$ cat src/verilog/tag_cmp_pkg.sv
// geometry is fixed at 2 ports, 2 ways, 16-bit tag and 64-bit line; encoded widths match secded_codec
package tag_cmp_pkg;

  // ------------------------------
  // geometry
  // ------------------------------
  localparam int unsigned NR_PORTS   = 2;
  localparam int unsigned NR_WAYS    = 2;
  localparam int unsigned ADDR_WIDTH = 12;
  localparam int unsigned TAG_WIDTH  = 16;

  localparam int unsigned BLOCK_WIDTH = 32;
  localparam int unsigned NR_BLOCKS   = 2;
  localparam int unsigned LINE_WIDTH  = NR_BLOCKS * BLOCK_WIDTH;
  localparam int unsigned BLOCK_BYTES = BLOCK_WIDTH / 8;

  // ------------------------------
  // encoded widths
  // ------------------------------
  // extended Hamming: 5 + 1 check bits on the tag, 6 + 1 per data block
  localparam int unsigned TAG_ECC_WIDTH   = 22;
  localparam int unsigned BLOCK_ECC_WIDTH = 39;
  localparam int unsigned LINE_ECC_WIDTH  = NR_BLOCKS * BLOCK_ECC_WIDTH;

  // plain line as seen by the requesters
  typedef struct packed {
    logic                  valid;
    logic [TAG_WIDTH-1:0]  tag;
    logic [LINE_WIDTH-1:0] data;
  } line_t;

  // line as stored in the way memories, valid stays unprotected
  typedef struct packed {
    logic                      valid;
    logic [TAG_ECC_WIDTH-1:0]  tag;
    logic [LINE_ECC_WIDTH-1:0] data;
  } line_ecc_t;

  // requester byte enables
  typedef struct packed {
    logic                    valid;
    logic [TAG_WIDTH/8-1:0]  tag;
    logic [LINE_WIDTH/8-1:0] data;
  } be_t;

  // memory enables, one per code word
  typedef struct packed {
    logic                 valid;
    logic                 tag;
    logic [NR_BLOCKS-1:0] data;
  } sram_be_t;

endpackage
$ cat src/verilog/rmw_if.sv
// registered request state; only meaningful one cycle after the request was taken
`timescale 1ns/100ps

interface rmw_if;

  // high during the store half of a read-modify-write
  logic                             rmw_active;
  logic [tag_cmp_pkg::NR_WAYS-1:0]  req;
  tag_cmp_pkg::be_t                 be;
  tag_cmp_pkg::line_t               wdata;
  logic [tag_cmp_pkg::NR_PORTS-1:0] id;

  modport buffer (
    output rmw_active, req, be, wdata, id
  );

  modport user (
    input rmw_active, req, be, wdata, id
  );

endinterface

$ cat src/verilog/cache_req_if.sv
// plain levels valid in the cycle they are driven; no handshake of its own
`timescale 1ns/100ps

interface cache_req_if;

  logic [tag_cmp_pkg::NR_WAYS-1:0]    req;
  logic [tag_cmp_pkg::ADDR_WIDTH-1:0] addr;
  logic                               we;
  tag_cmp_pkg::line_t                 wdata;
  tag_cmp_pkg::be_t                   be;
  // one-hot id of the winning port
  logic [tag_cmp_pkg::NR_PORTS-1:0]   id;
  // write with a block that is neither fully enabled nor fully masked
  logic                               partial;

  modport arb (
    output req, addr, we, wdata, be, id, partial
  );

  modport buffer (
    input req, addr, we, wdata, be, id, partial
  );

endinterface

$ cat src/verilog/tag_cmp_top.sv
// requesters hold until granted; memory read data must arrive one cycle after the request
`timescale 1ns/100ps

module tag_cmp_top (
  input  logic                                                        clk_i,
  input  logic                                                        rst_ni,
  // ------------------------------
  // requester side
  // ------------------------------
  input  logic [tag_cmp_pkg::NR_PORTS-1:0][tag_cmp_pkg::NR_WAYS-1:0]    req_i,
  input  logic [tag_cmp_pkg::NR_PORTS-1:0][tag_cmp_pkg::ADDR_WIDTH-1:0] addr_i,
  input  logic [tag_cmp_pkg::NR_PORTS-1:0]                              we_i,
  input  tag_cmp_pkg::line_t [tag_cmp_pkg::NR_PORTS-1:0]                wdata_i,
  input  tag_cmp_pkg::be_t [tag_cmp_pkg::NR_PORTS-1:0]                  be_i,
  input  logic [tag_cmp_pkg::NR_PORTS-1:0][tag_cmp_pkg::TAG_WIDTH-1:0]  tag_i,
  output logic [tag_cmp_pkg::NR_PORTS-1:0]                              gnt_o,
  output tag_cmp_pkg::line_t [tag_cmp_pkg::NR_WAYS-1:0]                 rdata_o,
  output logic [tag_cmp_pkg::NR_WAYS-1:0]                               hit_way_o,
  output logic                                                          err_correctable_o,
  output logic                                                          err_uncorrectable_o,
  // ------------------------------
  // memory side
  // ------------------------------
  output logic [tag_cmp_pkg::NR_WAYS-1:0]                               sram_req_o,
  output logic [tag_cmp_pkg::ADDR_WIDTH-1:0]                            sram_addr_o,
  output logic                                                          sram_we_o,
  output tag_cmp_pkg::line_ecc_t                                        sram_wdata_o,
  output tag_cmp_pkg::sram_be_t                                         sram_be_o,
  input  tag_cmp_pkg::line_ecc_t [tag_cmp_pkg::NR_WAYS-1:0]             sram_rdata_i
);

  logic [tag_cmp_pkg::NR_PORTS-1:0] gnt_arb;
  logic [tag_cmp_pkg::NR_PORTS-1:0] gnt_rmw;

  cache_req_if u_req_if ();
  rmw_if       u_rmw_if ();

  // live grants and the store-cycle grant never overlap
  assign gnt_o = gnt_arb | gnt_rmw;

  req_arbiter u_req_arbiter (
    .req_i   (req_i),
    .addr_i  (addr_i),
    .we_i    (we_i),
    .wdata_i (wdata_i),
    .be_i    (be_i),
    .gnt_o   (gnt_arb),
    .req     (u_req_if),
    .rmw     (u_rmw_if)
  );

  rmw_buffer u_rmw_buffer (
    .clk_i       (clk_i),
    .rst_ni      (rst_ni),
    .req         (u_req_if),
    .rmw         (u_rmw_if),
    .gnt_o       (gnt_rmw),
    .sram_req_o  (sram_req_o),
    .sram_addr_o (sram_addr_o),
    .sram_we_o   (sram_we_o),
    .sram_be_o   (sram_be_o)
  );

  line_merge u_line_merge (
    .rdata_i             (sram_rdata_i),
    .wdata_i             (u_req_if.wdata),
    .rmw                 (u_rmw_if),
    .rdata_o             (rdata_o),
    .sram_wdata_o        (sram_wdata_o),
    .err_correctable_o   (err_correctable_o),
    .err_uncorrectable_o (err_uncorrectable_o)
  );

  tag_match u_tag_match (
    .clk_i     (clk_i),
    .rst_ni    (rst_ni),
    .tag_i     (tag_i),
    .rmw       (u_rmw_if),
    .rdata_i   (sram_rdata_i),
    .hit_way_o (hit_way_o)
  );

endmodule

$ cat src/verilog/tag_match.sv
// tag_i is sampled one cycle after the request; a one-bit tag fault still counts as a hit
`timescale 1ns/100ps

module tag_match (
  input  logic                                                      clk_i,
  input  logic                                                      rst_ni,
  input  logic [tag_cmp_pkg::NR_PORTS-1:0][tag_cmp_pkg::TAG_WIDTH-1:0] tag_i,
  rmw_if.user                                                       rmw,
  input  tag_cmp_pkg::line_ecc_t [tag_cmp_pkg::NR_WAYS-1:0]         rdata_i,
  output logic [tag_cmp_pkg::NR_WAYS-1:0]                           hit_way_o
);

  logic [tag_cmp_pkg::TAG_WIDTH-1:0]     sel_tag;
  logic [tag_cmp_pkg::TAG_ECC_WIDTH-1:0] sel_code;

  // registered one-hot id picks the port whose request was taken
  always_comb begin : tag_sel
    sel_tag = '0;
    for (int unsigned p = 0; p < tag_cmp_pkg::NR_PORTS; p++) begin
      if (rmw.id[p]) begin
        sel_tag = tag_i[p];
      end
    end
  end

  secded_codec #(.DataWidth(tag_cmp_pkg::TAG_WIDTH)) u_tag_enc (
    .data_i (sel_tag),
    .code_o (sel_code),
    .code_i ('0),
    .data_o (),
    .err_o  ()
  );

  // compare in the code domain, distance of one or less
  for (genvar w = 0; w < tag_cmp_pkg::NR_WAYS; w++) begin : g_cmp
    assign hit_way_o[w] = rdata_i[w].valid && ($countones(sel_code ^ rdata_i[w].tag) <= 1);
  end

  a_hit_onehot: assert property (@(posedge clk_i) disable iff (!rst_ni)
    |rmw.req |-> $onehot0(hit_way_o))
    else $error("tag_match: hit on more than one way %b", hit_way_o);

endmodule

$ cat src/verilog/line_merge.sv
// errors count only on valid ways; the merge takes the lowest requested way as the old line
`timescale 1ns/100ps

module line_merge (
  input  tag_cmp_pkg::line_ecc_t [tag_cmp_pkg::NR_WAYS-1:0] rdata_i,
  input  tag_cmp_pkg::line_t                                wdata_i,
  rmw_if.user                                               rmw,
  output tag_cmp_pkg::line_t [tag_cmp_pkg::NR_WAYS-1:0]     rdata_o,
  output tag_cmp_pkg::line_ecc_t                            sram_wdata_o,
  output logic                                              err_correctable_o,
  output logic                                              err_uncorrectable_o
);

  logic [tag_cmp_pkg::NR_WAYS-1:0][1:0]                           err_tag;
  logic [tag_cmp_pkg::NR_WAYS-1:0][tag_cmp_pkg::NR_BLOCKS-1:0][1:0] err_blk;
  tag_cmp_pkg::line_t                   sel_line;
  tag_cmp_pkg::line_t                   to_store;
  logic [tag_cmp_pkg::LINE_WIDTH-1:0]   data_mask;
  logic [tag_cmp_pkg::TAG_WIDTH-1:0]    tag_mask;

  // ------------------------------
  // read decode per way
  // ------------------------------
  for (genvar w = 0; w < tag_cmp_pkg::NR_WAYS; w++) begin : g_way
    assign rdata_o[w].valid = rdata_i[w].valid;

    secded_codec #(.DataWidth(tag_cmp_pkg::TAG_WIDTH)) u_tag_dec (
      .data_i ('0),
      .code_o (),
      .code_i (rdata_i[w].tag),
      .data_o (rdata_o[w].tag),
      .err_o  (err_tag[w])
    );

    for (genvar b = 0; b < tag_cmp_pkg::NR_BLOCKS; b++) begin : g_blk
      secded_codec #(.DataWidth(tag_cmp_pkg::BLOCK_WIDTH)) u_blk_dec (
        .data_i ('0),
        .code_o (),
        .code_i (rdata_i[w].data[b*tag_cmp_pkg::BLOCK_ECC_WIDTH +: tag_cmp_pkg::BLOCK_ECC_WIDTH]),
        .data_o (rdata_o[w].data[b*tag_cmp_pkg::BLOCK_WIDTH +: tag_cmp_pkg::BLOCK_WIDTH]),
        .err_o  (err_blk[w][b])
      );
    end
  end

  always_comb begin : err_flags
    err_correctable_o   = 1'b0;
    err_uncorrectable_o = 1'b0;
    for (int unsigned w = 0; w < tag_cmp_pkg::NR_WAYS; w++) begin
      if (rdata_i[w].valid) begin
        err_correctable_o   = err_correctable_o | err_tag[w][0];
        err_uncorrectable_o = err_uncorrectable_o | err_tag[w][1];
        for (int unsigned b = 0; b < tag_cmp_pkg::NR_BLOCKS; b++) begin
          err_correctable_o   = err_correctable_o | err_blk[w][b][0];
          err_uncorrectable_o = err_uncorrectable_o | err_blk[w][b][1];
        end
      end
    end
  end

  // ------------------------------
  // byte merge
  // ------------------------------
  always_comb begin : merge
    sel_line = '0;
    for (int w = tag_cmp_pkg::NR_WAYS - 1; w >= 0; w--) begin
      if (rmw.req[w]) begin
        sel_line = rdata_o[w];
      end
    end
    for (int unsigned i = 0; i < tag_cmp_pkg::LINE_WIDTH / 8; i++) begin
      data_mask[i*8 +: 8] = {8{rmw.be.data[i]}};
    end
    for (int unsigned i = 0; i < tag_cmp_pkg::TAG_WIDTH / 8; i++) begin
      tag_mask[i*8 +: 8] = {8{rmw.be.tag[i]}};
    end
    if (rmw.rmw_active) begin
      to_store.valid = rmw.be.valid ? rmw.wdata.valid : sel_line.valid;
      to_store.tag   = (tag_mask & rmw.wdata.tag) | (~tag_mask & sel_line.tag);
      to_store.data  = (data_mask & rmw.wdata.data) | (~data_mask & sel_line.data);
    end else begin
      to_store = wdata_i;
    end
  end

  // write encode
  assign sram_wdata_o.valid = to_store.valid;

  secded_codec #(.DataWidth(tag_cmp_pkg::TAG_WIDTH)) u_tag_enc (
    .data_i (to_store.tag),
    .code_o (sram_wdata_o.tag),
    .code_i ('0),
    .data_o (),
    .err_o  ()
  );

  for (genvar b = 0; b < tag_cmp_pkg::NR_BLOCKS; b++) begin : g_enc
    secded_codec #(.DataWidth(tag_cmp_pkg::BLOCK_WIDTH)) u_blk_enc (
      .data_i (to_store.data[b*tag_cmp_pkg::BLOCK_WIDTH +: tag_cmp_pkg::BLOCK_WIDTH]),
      .code_o (sram_wdata_o.data[b*tag_cmp_pkg::BLOCK_ECC_WIDTH +: tag_cmp_pkg::BLOCK_ECC_WIDTH]),
      .code_i ('0),
      .data_o (),
      .err_o  ()
    );
  end

endmodule

$ cat src/verilog/rmw_buffer.sv
// a partial write takes one read cycle then one store cycle; the buffer holds during the store
`timescale 1ns/100ps

module rmw_buffer (
  input  logic                                   clk_i,
  input  logic                                   rst_ni,
  cache_req_if.buffer                            req,
  rmw_if.buffer                                  rmw,
  output logic [tag_cmp_pkg::NR_PORTS-1:0]       gnt_o,
  output logic [tag_cmp_pkg::NR_WAYS-1:0]        sram_req_o,
  output logic [tag_cmp_pkg::ADDR_WIDTH-1:0]     sram_addr_o,
  output logic                                   sram_we_o,
  output tag_cmp_pkg::sram_be_t                  sram_be_o
);

  typedef enum logic {NORMAL, LOAD_AND_STORE} store_state_e;

  store_state_e                     state_d, state_q;
  logic [tag_cmp_pkg::NR_WAYS-1:0]    req_q;
  logic [tag_cmp_pkg::ADDR_WIDTH-1:0] addr_q;
  tag_cmp_pkg::be_t                   be_q;
  tag_cmp_pkg::line_t                 wdata_q;
  logic [tag_cmp_pkg::NR_PORTS-1:0]   id_q;
  tag_cmp_pkg::be_t                   be_sel;

  // store lasts exactly one cycle
  assign state_d = (state_q == NORMAL && req.partial) ? LOAD_AND_STORE : NORMAL;

  always_ff @(posedge clk_i or negedge rst_ni) begin
    if (!rst_ni) begin
      state_q <= NORMAL;
      req_q   <= '0;
      addr_q  <= '0;
      be_q    <= '0;
      wdata_q <= '0;
      id_q    <= '0;
    end else begin
      state_q <= state_d;
      if (state_q == NORMAL) begin
        req_q   <= req.req;
        addr_q  <= req.addr;
        be_q    <= req.be;
        wdata_q <= req.wdata;
        id_q    <= req.id;
      end
    end
  end

  // ------------------------------
  // memory request mux
  // ------------------------------
  always_comb begin : mem_mux
    if (state_q == LOAD_AND_STORE) begin
      sram_req_o  = req_q;
      sram_addr_o = addr_q;
      sram_we_o   = 1'b1;
      be_sel      = be_q;
      gnt_o       = id_q;
    end else begin
      // the read half of a partial write goes out as a plain read
      sram_req_o  = req.req;
      sram_addr_o = req.addr;
      sram_we_o   = req.we && !req.partial;
      be_sel      = req.be;
      gnt_o       = '0;
    end
  end

  // any enabled byte enables the whole code word
  always_comb begin : be_expand
    sram_be_o.valid = be_sel.valid;
    sram_be_o.tag   = |be_sel.tag;
    for (int unsigned b = 0; b < tag_cmp_pkg::NR_BLOCKS; b++) begin
      sram_be_o.data[b] = |be_sel.data[b*tag_cmp_pkg::BLOCK_BYTES +: tag_cmp_pkg::BLOCK_BYTES];
    end
  end

  assign rmw.rmw_active = (state_q == LOAD_AND_STORE);
  assign rmw.req        = req_q;
  assign rmw.be         = be_q;
  assign rmw.wdata      = wdata_q;
  assign rmw.id         = id_q;

  // the stored port holds its partial write until the store grants it
  a_store_held: assert property (@(posedge clk_i) disable iff (!rst_ni)
    state_q == LOAD_AND_STORE |->
      (req.id == id_q && req.partial) || (req.id != '0 && req.id < id_q))
    else $error("rmw_buffer: stored port dropped its write before the store");

endmodule

$ cat src/verilog/req_arbiter.sv
// lowest index wins; grant withheld while a partial write needs its read cycle or a store runs
`timescale 1ns/100ps

module req_arbiter (
  input  logic [tag_cmp_pkg::NR_PORTS-1:0][tag_cmp_pkg::NR_WAYS-1:0]    req_i,
  input  logic [tag_cmp_pkg::NR_PORTS-1:0][tag_cmp_pkg::ADDR_WIDTH-1:0] addr_i,
  input  logic [tag_cmp_pkg::NR_PORTS-1:0]                              we_i,
  input  tag_cmp_pkg::line_t [tag_cmp_pkg::NR_PORTS-1:0]                wdata_i,
  input  tag_cmp_pkg::be_t [tag_cmp_pkg::NR_PORTS-1:0]                  be_i,
  output logic [tag_cmp_pkg::NR_PORTS-1:0]                              gnt_o,
  cache_req_if.arb                                                      req,
  rmw_if.user                                                           rmw
);

  logic [tag_cmp_pkg::NR_PORTS-1:0] partial;
  logic [tag_cmp_pkg::NR_PORTS-1:0] port_req;

  // a block with mixed enables cannot be encoded without the old data
  always_comb begin : partial_detect
    for (int unsigned p = 0; p < tag_cmp_pkg::NR_PORTS; p++) begin
      partial[p] = 1'b0;
      for (int unsigned b = 0; b < tag_cmp_pkg::NR_BLOCKS; b++) begin
        if (we_i[p] &&
            be_i[p].data[b*tag_cmp_pkg::BLOCK_BYTES +: tag_cmp_pkg::BLOCK_BYTES] != '0 &&
            be_i[p].data[b*tag_cmp_pkg::BLOCK_BYTES +: tag_cmp_pkg::BLOCK_BYTES] != '1) begin
          partial[p] = 1'b1;
        end
      end
    end
  end

  // any way bit counts as a request of that port
  always_comb begin : port_req_or
    for (int unsigned p = 0; p < tag_cmp_pkg::NR_PORTS; p++) begin
      port_req[p] = |req_i[p];
    end
  end

  // ------------------------------
  // priority select
  // ------------------------------
  always_comb begin : select
    req.req     = '0;
    req.addr    = '0;
    req.we      = 1'b0;
    req.wdata   = '0;
    req.be      = '0;
    req.id      = '0;
    req.partial = 1'b0;
    // walk downwards so the lowest requesting index is left standing
    for (int i = tag_cmp_pkg::NR_PORTS - 1; i >= 0; i--) begin
      if (|req_i[i]) begin
        req.req     = req_i[i];
        req.addr    = addr_i[i];
        req.we      = we_i[i];
        req.wdata   = wdata_i[i];
        req.be      = be_i[i];
        req.id      = tag_cmp_pkg::NR_PORTS'(1) << i;
        req.partial = partial[i];
      end
    end
    gnt_o = req.id & {tag_cmp_pkg::NR_PORTS{!req.partial && !rmw.rmw_active}};
  end

  // a granted port requests and no lower port does
  a_gnt_lowest: assert final ($onehot0(gnt_o) && (gnt_o & ~port_req) == '0 &&
                             (gnt_o == '0 || ((gnt_o - 1'b1) & port_req) == '0))
    else $error("req_arbiter: grant %b not the lowest request %b", gnt_o, port_req);

endmodule

$ cat src/verilog/secded_codec.sv
// corrects one flipped bit and flags two; wider faults may alias to a single-bit correction
`timescale 1ns/100ps

module secded_codec #(
  parameter int unsigned  DataWidth = 32,
  localparam int unsigned ParWidth  = $clog2(DataWidth + $clog2(DataWidth) + 1),
  localparam int unsigned HamWidth  = DataWidth + ParWidth,
  localparam int unsigned CodeWidth = HamWidth + 1
) (
  input  logic [DataWidth-1:0] data_i,
  output logic [CodeWidth-1:0] code_o,
  input  logic [CodeWidth-1:0] code_i,
  output logic [DataWidth-1:0] data_o,
  output logic [1:0]           err_o
);

  // bit 0 holds overall parity, powers of two hold the Hamming checks
  logic [HamWidth:0]   enc_cw;
  logic [HamWidth:0]   dec_cw;
  logic [ParWidth-1:0] syndrome;
  logic                parity;

  // ------------------------------
  // encoder
  // ------------------------------
  always_comb begin : encode
    int unsigned k;
    enc_cw = '0;
    k      = 0;
    for (int unsigned p = 1; p <= HamWidth; p++) begin
      if ((p & (p - 1)) != 0) begin
        enc_cw[p] = data_i[k];
        k++;
      end
    end
    for (int unsigned i = 0; i < ParWidth; i++) begin
      for (int unsigned p = 1; p <= HamWidth; p++) begin
        if (((p >> i) & 1) == 1 && (p & (p - 1)) != 0) begin
          enc_cw[1 << i] = enc_cw[1 << i] ^ enc_cw[p];
        end
      end
    end
    enc_cw[0] = ^enc_cw;
  end

  assign code_o = enc_cw;

  // ------------------------------
  // decoder
  // ------------------------------
  always_comb begin : decode
    int unsigned k;
    syndrome = '0;
    for (int unsigned p = 1; p <= HamWidth; p++) begin
      if (code_i[p]) begin
        syndrome = syndrome ^ ParWidth'(p);
      end
    end
    parity = ^code_i;
    dec_cw = code_i;
    // odd parity with a syndrome in range is a single flip at that position
    if (parity && syndrome != '0 && syndrome <= HamWidth) begin
      dec_cw[syndrome] = ~dec_cw[syndrome];
    end
    k = 0;
    for (int unsigned p = 1; p <= HamWidth; p++) begin
      if ((p & (p - 1)) != 0) begin
        data_o[k] = dec_cw[p];
        k++;
      end
    end
  end

  assign err_o[0] = parity && (syndrome <= HamWidth);
  assign err_o[1] = (!parity && syndrome != '0) || (parity && syndrome > HamWidth);

endmodule

$ cat config.mk
export PLATFORM = sky130hd
export DESIGN_NAME = tag_cmp_top
export DESIGN_NICKNAME = d
export VERILOG_FILES = /design/src/verilog/tag_cmp_pkg.sv /design/src/verilog/rmw_if.sv /design/src/verilog/cache_req_if.sv /design/src/verilog/tag_cmp_top.sv /design/src/verilog/tag_match.sv /design/src/verilog/line_merge.sv /design/src/verilog/rmw_buffer.sv /design/src/verilog/req_arbiter.sv /design/src/verilog/secded_codec.sv
export SDC_FILE = /design/constraint.sdc
export NUM_CORES = 1
export LEC_CHECK = 0
export ABC_AREA = 1
export BUFFER_PORTS_ARGS = -buffer_cell sky130_fd_sc_hd__clkbuf_2
export CORE_AREA = 2 2 287 289
export DETAILED_ROUTE_END_ITERATION = 10
export DIE_AREA = 0 0 289 291
export GPL_TIMING_DRIVEN = 0
export PLACE_DENSITY = 0.71
export SYNTH_ARGS = -nofsm -noshare
export SYNTH_HDL_FRONTEND = slang
export SYNTH_HIERARCHICAL = 1
export SYNTH_SLANG_ARGS = --single-unit
$ cat constraint.sdc
create_clock -name clk_i -period 7.05 [get_ports clk_i]
set_input_delay 0.705 -clock clk_i [delete_from_list [all_inputs] [get_ports clk_i]]
set_output_delay 0.705 -clock clk_i [all_outputs]
set_load 0.01 [all_outputs]
# Word level (Yosys, flattened, before mapping)
# Index checks and enable logic that the tools add are counted.
[classes] n_addsub=42 mul=0 div=0 n_lt_le_gt_ge=26 eq_ne=4 n_shift=0 muxes=264 bitwise=455 n_reduce_logical=88
[op_table] op="32-bit adder" n=20
[op_table] op="81-bit 2-to-1 mux" n=5
[op_table] op="5-bit 2-to-1 mux" n=76
[op_table] op="1-bit XOR" n=238
[op_table] op="39-bit parity" n=6
[op_table] op="4-bit 2-to-1 mux" n=48
[op_table] op="3-bit inverter" n=64
[op_table] op="6-bit 2-to-1 mux" n=28
[op_table] op="39-bit bitwise mux" n=4
[op_table] op="39-bit 2-to-1 mux" n=4
[op_table] op="2-bit inverter" n=70
[op_table] op="64-bit bitwise AND" n=2
[op_table] op="4-bit inverter" n=22
[op_table] op="22-bit parity" n=4
[op_table] op="3-bit 2-to-1 mux" n=24
[op_table] op="32-bit by 2-bit less-or-equal comparator with 1-bit output (second input constant)" n=2
[op_table] op="64-bit inverter" n=1
[op_table] op="64-bit bitwise OR" n=1
[op_table] op="1-bit logical AND" n=49
[op_table] op="1-bit by 1-bit adder with 2-bit output" n=22
[op_table] op="22-bit bitwise mux" n=2
[op_table] op="22-bit 2-to-1 mux" n=2
[op_table] op="22-bit XOR" n=2
[op_table] op="12-bit 2-to-1 mux" n=3
[op_table] op="33 further kinds" n=180
[word_totals] ff_bits=109 latch_bits=0 ram_bits=0 romBits=0 inputBits=450 mem_count=0

# Longest topological paths before layout
[logic_depth] depth_word=99 depth_mapped=39 depth_no_buf=38

# By module
# Netlist, hierarchy kept.
[by_module_without_submodules] module="secded_codec (u_line_merge.g_enc[0].u_blk_enc ...)" instances=4 cells_per_inst=637 area_each_um2=3226.8 seq_area_each_um2=0.0
[by_module_without_submodules] module="rmw_buffer" instances=1 cells_per_inst=473 area_each_um2=4127.7 seq_area_each_um2=2727.6
[by_module_without_submodules] module="secded_codec (u_line_merge.g_way[1].u_tag_dec ...)" instances=2 cells_per_inst=322 area_each_um2=1938.1 seq_area_each_um2=0.0
[by_module_without_submodules] module="line_merge" instances=1 cells_per_inst=730 area_each_um2=3809.9 seq_area_each_um2=0.0
[by_module_without_submodules] module="secded_codec (u_line_merge.g_way[0].g_blk[0].u_blk_dec)" instances=1 cells_per_inst=587 area_each_um2=3180.6 seq_area_each_um2=0.0
[by_module_without_submodules] module="secded_codec (u_line_merge.g_way[1].g_blk[1].u_blk_dec)" instances=1 cells_per_inst=597 area_each_um2=3029.2 seq_area_each_um2=0.0
[by_module_without_submodules] module="tag_match" instances=1 cells_per_inst=237 area_each_um2=2035.7 seq_area_each_um2=0.0
[by_module_without_submodules] module="secded_codec (u_tag_match.u_tag_enc)" instances=1 cells_per_inst=320 area_each_um2=1925.6 seq_area_each_um2=0.0
[by_module_without_submodules] module="secded_codec (u_line_merge.g_way[0].u_tag_dec)" instances=1 cells_per_inst=308 area_each_um2=1775.5 seq_area_each_um2=0.0
[by_module_without_submodules] module="req_arbiter" instances=1 cells_per_inst=168 area_each_um2=1232.4 seq_area_each_um2=0.0
[by_module_without_submodules] module="tag_cmp_top" instances=1 cells_per_inst=6 area_each_um2=22.5 seq_area_each_um2=0.0

# Worst setup path after synthesis
# Ideal clock, no wire load.
[synth_timing] kind="input to output" from="input port tag_i[15] (netlist bit)" to="output port hit_way_o[1] (netlist bit)" t_arrival_ns=6.363 required_time_ns=6.345 slack_ns=-0.018 path_stages=26 n_path_buf=0 cell_sequence="nand3_1 nand2_1 xnor2_1 xor2_1 xnor2_1 xor2_1 xnor2_1 xor2_1 xnor2_1 fa_1 inv_1 ha_1 ha_1 fa_1 inv_1 fa_1 fa_1 inv_1 fa_1 ha_1 inv_1 fa_1 nand2_1 nor2_1 nand2_1 nor2_1"
[synth_via] elab_chain_cells=12
[synth_rtl] item="from (decl)" line="tag_cmp_top.sv:15" rtl="input logic [tag_cmp_pkg::NR_PORTS-1:0][tag_cmp_pkg::TAG_WIDTH-1:0] tag_i,"
[synth_rtl] item="16-bit 2-to-1 mux (2 in a row)" line="tag_match.sv:20" rtl="if (rmw.id[p]) begin"
[synth_rtl] item="via u_tag_match.sel_tag, one bit" line="tag_match.sv:13" rtl="logic [tag_cmp_pkg::TAG_WIDTH-1:0] sel_tag;"
[synth_rtl] item="1-bit XOR" line="secded_codec.sv:39" rtl="enc_cw[1 << i] = enc_cw[1 << i] ^ enc_cw[p];"
[synth_rtl] item="via u_tag_match.sel_code, one bit" line="tag_match.sv:14" rtl="logic [tag_cmp_pkg::TAG_ECC_WIDTH-1:0] sel_code;"
[synth_rtl] item="22-bit parity" line="secded_codec.sv:43" rtl="enc_cw[0] = ^enc_cw;"
[synth_rtl] item="via u_tag_match.sel_code, one bit" line="tag_match.sv:14"
[synth_rtl] item="22-bit XOR" line="tag_match.sv:36" rtl="assign hit_way_o[w] = rdata_i[w].valid && ($countones(sel_code ^ rdata_i[w].tag) <= 1);"
[synth_rtl] item="1-bit by 1-bit adder with 2-bit output (not written as such)" line="tag_match.sv:36"
[synth_rtl] item="32-bit adder (not written as such) (4 in a row)" line="tag_match.sv:36"
[synth_rtl] item="32-bit by 2-bit less-or-equal comparator with 1-bit output" line="tag_match.sv:36"
[synth_rtl] item="1-bit logical AND" line="tag_match.sv:36"
[synth_rtl] item="to (decl)" line="tag_cmp_top.sv:18" rtl="output logic [tag_cmp_pkg::NR_WAYS-1:0] hit_way_o,"
# The timed path passes the listed nets, and every way through them passes these cells.

# Worst setup path after layout
[layout_timing] from="register u_rmw_buffer.id_q (netlist bit u_rmw_buffer/rmw.id[0])" to="output port hit_way_o[1] (netlist bit)"
[layout_lines] item="from (decl)" line="rmw_buffer.sv:23" rtl="logic [tag_cmp_pkg::NR_PORTS-1:0] id_q;"
[layout_lines] item="from (signal assigned)" line="rmw_buffer.sv:44" rtl="id_q <= req.id;"
[layout_lines] item="16-bit 2-to-1 mux (*) (2 in a row)" line="tag_match.sv:20"
[layout_lines] item="via u_tag_match.sel_tag, one bit" line="tag_match.sv:13"
[layout_lines] item="1-bit XOR (4 in a row)" line="secded_codec.sv:39"
[layout_lines] item="22-bit parity (*)" line="secded_codec.sv:43"
[layout_lines] item="via u_tag_match.sel_code, one bit" line="tag_match.sv:14"
[layout_lines] item="22-bit XOR (*)" line="tag_match.sv:36"
[layout_lines] item="1-bit by 1-bit adder with 2-bit output (not written as such) (*)" line="tag_match.sv:36"
[layout_lines] item="32-bit adder (not written as such) (*) (4 in a row)" line="tag_match.sv:36"
[layout_lines] item="32-bit by 2-bit less-or-equal comparator with 1-bit output (*)" line="tag_match.sv:36"
[layout_lines] item="1-bit logical AND (*)" line="tag_match.sv:36"
# The timed path passes the listed nets; every way through them passes the cells marked *.

==> metrics.yaml <==
status: "finished, violations left"
failed_checks: "setup timing"
slowest_delay_ns: 0.49
leakage_uw: 0.0187
dp_hpwl_um: 113000
setup_viol: 2
fin_crit_sh_pct: 106
cp_top_family: "adder cells"
cts_tree: "done"
syn_inst: 4499
rows: 105
routedWlPerCell_um: 21.2
post_drt_via_cell_ratio: 5.08
portBuffers: 735
relSlewSlack_pct: 43.7
ys_warn_count: 6
skew_ns: 0.0144
peakVddDrop_mv: 1.47
end_kind: "output pin"
clkSlewWorstSetupHoldPaths_ns: 0.10
hold_viol_final: 0
track_usage_pct: 30.5
final_critical_path_setup_slack_ns: -0.429
die_w_um: 289
critPathBufInv: 7
rsz0062_at_grt: "yes"
cts_max_path_buffers: 2
grt_max_degree: 96
antenna_found_initial: 4
vias: 32200
worst_ep_arrival_time_ns: 6.77
powerDensity_nw_per_um2: 443
wl_um: 135000
initial_core_util_pct: 32.0
area_growth_pct: 25.2
syn_nets: 5010
synth_area_um2: 25900
worst_path_max_delay_cell: "fa_1"
postRouteAntennaNets: 0
dr.pass1.iters: 6
final_cells: 6349
stdcell_area_um2: 32500
drc: 0
placed_area_um2: 31000
crit_fanout: 10
power_uw: 14400
setup_tns_ns: -0.827
gp_congestion: 1.05
dieArea_um2: 84100
grt_pass1_wl_um: 190000
ioPinCount: 738
dpl.cell_count: 6305
cts-root-buf: "clkbuf_16"
dieHeight_um: 291
tightest_slew_ns: 0.845
fin_nets: 5786
core_um2: 81200
final-max-slew-violation-count: 0
drv_cap: 0
num_antenna_cells: 0
first_global_vias: 29300
holdWs_ns: 0.145
avgSynthCellArea_um2: 5.77
htreeDepth: 3
clkLatencyLatePin_ns: 0.39
grt.overflow.total: 0
drive_above_1_share_pct: 26.8
cts.sinks: 109
period_minus_slack_ns: 7.48
fmaxAchievable_mhz: 134
hp-class: "in -> async"
first_iter_violations: 3436
crit_required_ns: 6.34
start_kind: "flip-flop"
crit_type: "reg -> out"
cpMostUsedCell: "fa_1"
cts_buffers: 9
==> repair_timing <==
action,in CTS,in global routing
gates resized for setup,38,155
hold buffers,0,0
pin swaps,21,35
endpoints found under the setup margin,4,6
setup buffers,11,17
cloned,1,0
==> path summary, 6_finish.rpt <==
path                                              from                    endpoint  slack (ns)  cells past startpoint
max in group asynchronous                       rst_ni  u_rmw_buffer/rmw.wdata[42]        6.04                      2
min reg2reg                  u_rmw_buffer/rmw.wdata[2]   u_rmw_buffer/rmw.wdata[2]        0.48                      2
min in group clk_i           u_rmw_buffer/rmw.wdata[2]   u_rmw_buffer/rmw.wdata[2]        0.48                      2
max                             u_rmw_buffer/rmw.id[0]                hit_way_o[1]       -0.43                     28
min                                             rst_ni      u_rmw_buffer/rmw.id[1]        0.15                      1
max reg2reg                u_rmw_buffer/rmw.rmw_active     u_rmw_buffer/rmw.req[1]        5.17                      5
==> metal layers <==
metal | wire [µm] | vias to the layer above | GRT usage, %
met5 | 34 | - | 0
met3 | 12700 | 327 | 5.25
met1 | 54200 | 14800 | 39.3
met4 | 7590 | 6 | 14.4
met2 | 60100 | 1741 | 49.1
li1 | - | 15400 | -
==> through the flow <==
step,utilization [%],worst slack (ns)
after floorplan,-,0.0256
after global placement,38.1,-0.670
after detailed placement,38.2,-0.709
after CTS,39.0,-0.496
after global routing,40.0,-0.705
final,40.0,-0.429
==> state kept, by name, indices dropped and copies added (netlist names) <==
register                     flops
u_rmw_buffer/rmw.id              2
u_rmw_buffer/rmw.wdata          81
u_rmw_buffer/rmw.be             11
u_rmw_buffer/rmw.rmw_active      1
u_rmw_buffer/rmw.req             2
u_rmw_buffer/addr_q             12
==> report_power, final <==
part | leakage [µW] | switching (µW) | internal (µW) | total (µW)
clock | 0.000147 | 305 | 283 | 588
sequential | 0.00133 | 53.4 | 717 | 770
combinational | 0.0172 | 7930 | 5120 | 13000
total | 0.0187 | 8290 | 6120 | 14400
==> cells in the final DEF, fill, tap and decap left out, types with 31 or more instances in the layout <==
cell type	instances
a21oi_1	265
nand2_2	61
xnor2_1	180
xor2_1	161
nand3_1	235
buf_4	145
nand3_2	91
clkbuf_2	743
o21ai_0	107
nand2_1	1568
a22o_1	104
dfrtp_1	109
inv_1	610
xnor2_2	35
buf_2	68
nor2_1	345
o21ai_1	49
fa_1	31
a21oi_2	46
inv_2	40
==> area by class of cell <==
cell class | count | area [µm²]
plain buffers | 259 | 2000
well taps | 1070 | 1340
clock inverters | 6 | 82.6
multi-input cells | 3476 | 19700
inverters | 655 | 2480
repair buffers | 765 | 3970
clock buffers | 9 | 225
fillers | 9049 | 48700
flip-flops and latches | 109 | 2730
No activity file was read; power rests on OpenSTA's default activity.
